### src/pkt_tag_settings.svh
// Bank address width and sequence field width for the packet tagger
`ifndef PKT_TAG_SETTINGS_SVH
`define PKT_TAG_SETTINGS_SVH

// Address bits per bank
// 9 bits give 512 lines, which is also the longest packet
`define PKT_TAG_AW 9

// Width of the sequence number written into line 0
`define PKT_TAG_SEQ_W 16

`endif

### src/pkt_tag_pkg.sv
// Line, address, length and sequence types, flag bit positions and bank states
`default_nettype none

`include "pkt_tag_settings.svh"

package pkt_tag_pkg;

   // Flag bits in the upper nibble of a line, bit 35 is spare
   localparam int SOF_BIT  = 32;
   localparam int EOF_BIT  = 33;
   localparam int DROP_BIT = 34;

   // Length occupies the low field of line 0, sequence sits right above it
   localparam int LEN_W = 16;

   typedef logic [35:0] line_t;
   typedef logic [`PKT_TAG_AW-1:0] adr_t;
   // One extra bit so a completely full bank can be counted
   typedef logic [`PKT_TAG_AW:0] len_t;
   typedef logic [`PKT_TAG_SEQ_W-1:0] seq_t;

   typedef enum logic [1:0] {
      BANK_EMPTY,
      BANK_FILLING,
      BANK_ACCESS,
      BANK_READING
   } bank_state_t;

endpackage

`default_nettype wire

### src/hdr_tagger.sv
// Header engine that drops a packet or writes length and sequence into line 0
`timescale 1ns/1ps
`default_nettype none

`include "pkt_tag_settings.svh"

module hdr_tagger
   import pkt_tag_pkg::*;
(
   input  logic  clk,
   input  logic  rst_n_i,
   input  logic  access_ok_i,
   input  len_t  access_len_i,
   input  line_t access_dat_i,
   output logic  access_stb_o,
   output logic  access_we_o,
   output adr_t  access_adr_o,
   output line_t access_dat_o,
   output logic  access_done_o,
   output logic  access_skip_read_o
);

   typedef enum logic [1:0] {WAIT, FETCH, UPDATE} tag_state_t;

   tag_state_t state_q;
   tag_state_t state_d;
   seq_t       seq_q;

   // Only line 0 is ever touched
   assign access_adr_o = '0;

   // Flags stay, length and sequence fields are replaced
   always_comb
   begin
      access_dat_o = access_dat_i;
      access_dat_o[LEN_W-1:0] = LEN_W'(access_len_i);
      access_dat_o[LEN_W +: `PKT_TAG_SEQ_W] = seq_q;
   end

   always_comb
   begin
      state_d            = state_q;
      access_stb_o       = 1'b0;
      access_we_o        = 1'b0;
      access_done_o      = 1'b0;
      access_skip_read_o = 1'b0;
      case (state_q)
         // UPDATE can already start the next bank
         WAIT, UPDATE:
         begin
            state_d = WAIT;
            if (access_ok_i)
            begin
               access_stb_o = 1'b1;
               state_d      = FETCH;
            end
         end
         FETCH:
         begin
            access_done_o = 1'b1;
            if (access_dat_i[DROP_BIT])
            begin
               access_skip_read_o = 1'b1;
               state_d            = WAIT;
            end
            else
            begin
               access_stb_o = 1'b1;
               access_we_o  = 1'b1;
               state_d      = UPDATE;
            end
         end
         default:
         begin
            state_d = WAIT;
         end
      endcase
   end

   always_ff @(posedge clk)
   begin
      if (!rst_n_i)
      begin
         state_q <= WAIT;
         seq_q   <= '0;
      end
      else
      begin
         state_q <= state_d;
         // Dropped packets never reach UPDATE, so they use no number
         if (state_q == UPDATE)
         begin
            seq_q <= seq_q + seq_t'(1);
         end
      end
   end

endmodule

`default_nettype wire

### config.mk
export PLATFORM = sky130hd
export DESIGN_NAME = hdr_tagger
export DESIGN_NICKNAME = d
export VERILOG_FILES = /design/src/pkt_tag_pkg.sv /design/src/hdr_tagger.sv
export VERILOG_INCLUDE_DIRS = /design/src
export SDC_FILE = /design/constraint.sdc
export NUM_CORES = 1
export LEC_CHECK = 0
export BUFFER_PORTS_ARGS = -buffer_cell sky130_fd_sc_hd__buf_2
export CAP_MARGIN = 20
export CORE_MARGIN = 2
export CORE_UTILIZATION = 36
export CTS_CLUSTER_SIZE = 40
export DETAILED_ROUTE_END_ITERATION = 16
export PLACE_DENSITY = 0.91
export SETUP_SLACK_MARGIN = 0.5
export SLEW_MARGIN = 25
export SYNTH_ARGS = -nofsm -noshare
export SYNTH_HDL_FRONTEND = slang
export SYNTH_SLANG_ARGS = --single-unit
### constraint.sdc
create_clock -name clk -period 2 [get_ports clk]
set_clock_uncertainty 0.2 [all_clocks]
set_input_delay 0.3 -clock clk [delete_from_list [all_inputs] [get_ports clk]]
set_output_delay 0.3 -clock clk [all_outputs]
set_load 0.02 [all_outputs]
==> run_results.csv <==
group,metric,value,unit
floorplan,die_area,3340,um2
floorplan,die_y,57.8,um
layout,area_growth,28.0,%
critical_path,cp.required,2040,ps
drt,drt_pass1_iterations,4,
drt,via_count,859,
placement,gp_congestion,0.761,
cts,cts_hold_buf,0,
layout,final_cell_mix,"19 x buf_2, 15 x conb_1, 14 x buf_4",
floorplan,start_util,37.7,%
layout,layout-drive-gt1-share,51.7,%
pwr,ir_drop,363,uV
worst_hold_path,holdCritStartpoint,"access_dat_i[34]",
yosys,ys_warn_count,0,
critical_path,path_max_fanout,6,
grt,grt_pass1_vias,789,
yosys,syn_area,1040,um2
drt,drt-initial-drc-count,34,
yosys,ys_ff_latch,18,
sta,drv_slew,0,
layout,nFillCells,268,
layout,diodes,0,
floorplan,fp-row-count,19,
cts,cts_tree,"yes",
cts,cts_htree_levels,1,
yosys,yosysSeqAreaShare,34.6,%
floorplan,io_pins,98,
sta,fin_crit_sh,81.5,%
drt,vias_per_cell,4.83,
grt,grt_max_degree,13,
critical_path,arrival,1670,ps
critical_path,worst_setup_path_start_kind,"flop",
drt,wire_per_inst,12.2,um
cts,cts_sinks,18,
layout,nets,198,
pwr,power.leakage,0.595,nW
yosys,syn_inst,121,
status,status,"complete, no violations",
cts,cts.path.max_buffers,2,
cts,cts_made_buffers,3,
sta,period_needed,1630,ps
sta,rsz0062_at_grt,"yes",
critical_path,r2r_start,"state_q[0]",
sta,final_hold_viol_count,0,
pwr,p_per_area,486,nW/um2
run,drv_cap,0,
floorplan,fp.coreArea,2760,um2
placement,port_buffers,24,
cts,cts_root_buffer,"clkbuf_4",
drt,drcViolationCount,0,
critical_path,path_class,"flop to flop",
yosys,yosysUniqueCellTypes,31,
layout,final_common_cell,"buf_2",
critical_path,crit_path_end_kind,"flop",
sta,setup-violations-final,0,
critical_path,setup.worst_path.start,"state_q[0]",
cts,clk_latency,290,ps
sta,clock.fmax,0.614,GHz
grt,antenna_found_initial,0,
layout,fin_util,48.3,%
floorplan,chipWidth,57.8,um
drt,drtAntennaViolNets,0,
grt,grt_pass1_wl,3.35,mm
grt,grt.overflow.total,0,
grt,grtUsageTotal,12.6,%
drt,wirelength,2.17,mm
placement,dpl.hpwl,1.50,mm
yosys,syn_avg_cell_area,8.60,um2
worst_hold_path,hold_class,"primary input to flop",
sta,fin_tns_setup,0,ps
cts,clkTransAtPathRegs,110,ps
[final timing paths]
kind | cells past startpoint | slack, ps | endpoint
worst max-delay path | 4 | 370 | seq_q[15]
worst min-delay path | 2 | 30 | state_q[1]
worst max register to register | 4 | 370 | seq_q[15]
worst min register to register | 2 | 300 | seq_q[15]
[kinds of logic (layout without fill, tap and decap cells)]
kind of cell	after synthesis	in the layout	synth area share, %
and+or+nand+nor	46	46	25.2
muxes	1	1	0.962
xor gates and xnor gates	10	10	8.41
adders and majority gates	1	1	1.20
DFF	18	18	34.6
buffers and inverters	34	46	23.4
AOI/OAI and AO/OA	10	10	5.77
other	1	15	0.360
[synth_stat cells]
cell | n | share of area [%]
buf_4 | 29 | 21
dfxtp_1 | 18 | 35
nor2_1 | 13 | 4.7
nand2_1 | 7 | 2.5
xor2_1 | 7 | 5.9
a21oi_1 | 4 | 1.9
nand3_1 | 4 | 1.9
nand4_1 | 4 | 2.4
xnor2_1 | 3 | 2.5
and2_1 | 2 | 1.2
and3_1 | 2 | 1.2
and4b_1 | 2 | 1.9
inv_1 | 2 | 0.72
nor3_1 | 2 | 0.96
nor4_1 | 2 | 1.2
o21ai_0 | 2 | 0.96
o31ai_1 | 2 | 1.4
or3_2 | 2 | 1.4
or4_1 | 2 | 1.4
a21o_1 | 1 | 0.72
and4_1 | 1 | 0.84
buf_1 | 1 | 0.36
buf_6 | 1 | 1.1
clkinv_1 | 1 | 0.36
conb_1 | 1 | 0.36
ha_1 | 1 | 1.2
mux2i_1 | 1 | 0.96
nand4_4 | 1 | 2.0
nand4b_1 | 1 | 0.84
nor2b_1 | 1 | 0.60
o21bai_1 | 1 | 0.72
[stage by stage]
stage	cell area, um2	hold slack (ps)	setup WS (ps)	power (mW)	cells
floorplan	1170	170	398	0.471	135
global placement	1110	262	324	0.424	161
detailed placement	1110	279	255	0.425	161
CTS	1250	17.6	366	0.650	174
global route	1330	22.6	299	0.674	178
finish	1330	26.7	370	0.648	178
[final cells by class]
type,count,area (um2),share of cell area (%)
clock buffers,4,36.3,2.72
inverters,3,13.8,1.03
multi-input cells,83,577,43.3
flip-flops and latches,18,399,30.0
well taps,31,38.8,2.91
repair buffers,39,268,20.1
[worst max-delay path, stage by stage (launching register included)]
cell	delay (ps)
dfxtp_4	370
and4b_2	310
nand2_4	80
or4_4	480
a21oi_2	140
[sequential cells by signal, summed over array words and instances (netlist names)]
name / cells
seq_q: 16
state_q: 2
[where the power goes]
| group | internal (mW) | switching, mW | total (mW) |
|---|---|---|---|
| logic | 0.0210 | 0.0509 | 0.0719 |
| clock network | 0.111 | 0.111 | 0.222 |
| registers | 0.350 | 0.00399 | 0.354 |
| total | 0.482 | 0.166 | 0.648 |
[layer usage]
layer	global-route usage (%)	vias to the layer above	part of all wire, %
li1	-	423	-
met1	13.4	402	38
met2	23.1	34	54
met3	6.25	0	8.4
met4	1.66	0	0
met5	0	-	0
[repair_timing]
action | in CTS | in global routing
gates resized for setup | 15 | 15
gates cloned | 0 | 0
setup endpoints to repair | 11 | 14
endpoints found under the hold margin | 0 | 0
buffers inserted | 9 | 4
pin swaps | 3 | 12
No activity file was read; power rests on OpenSTA's default activity.
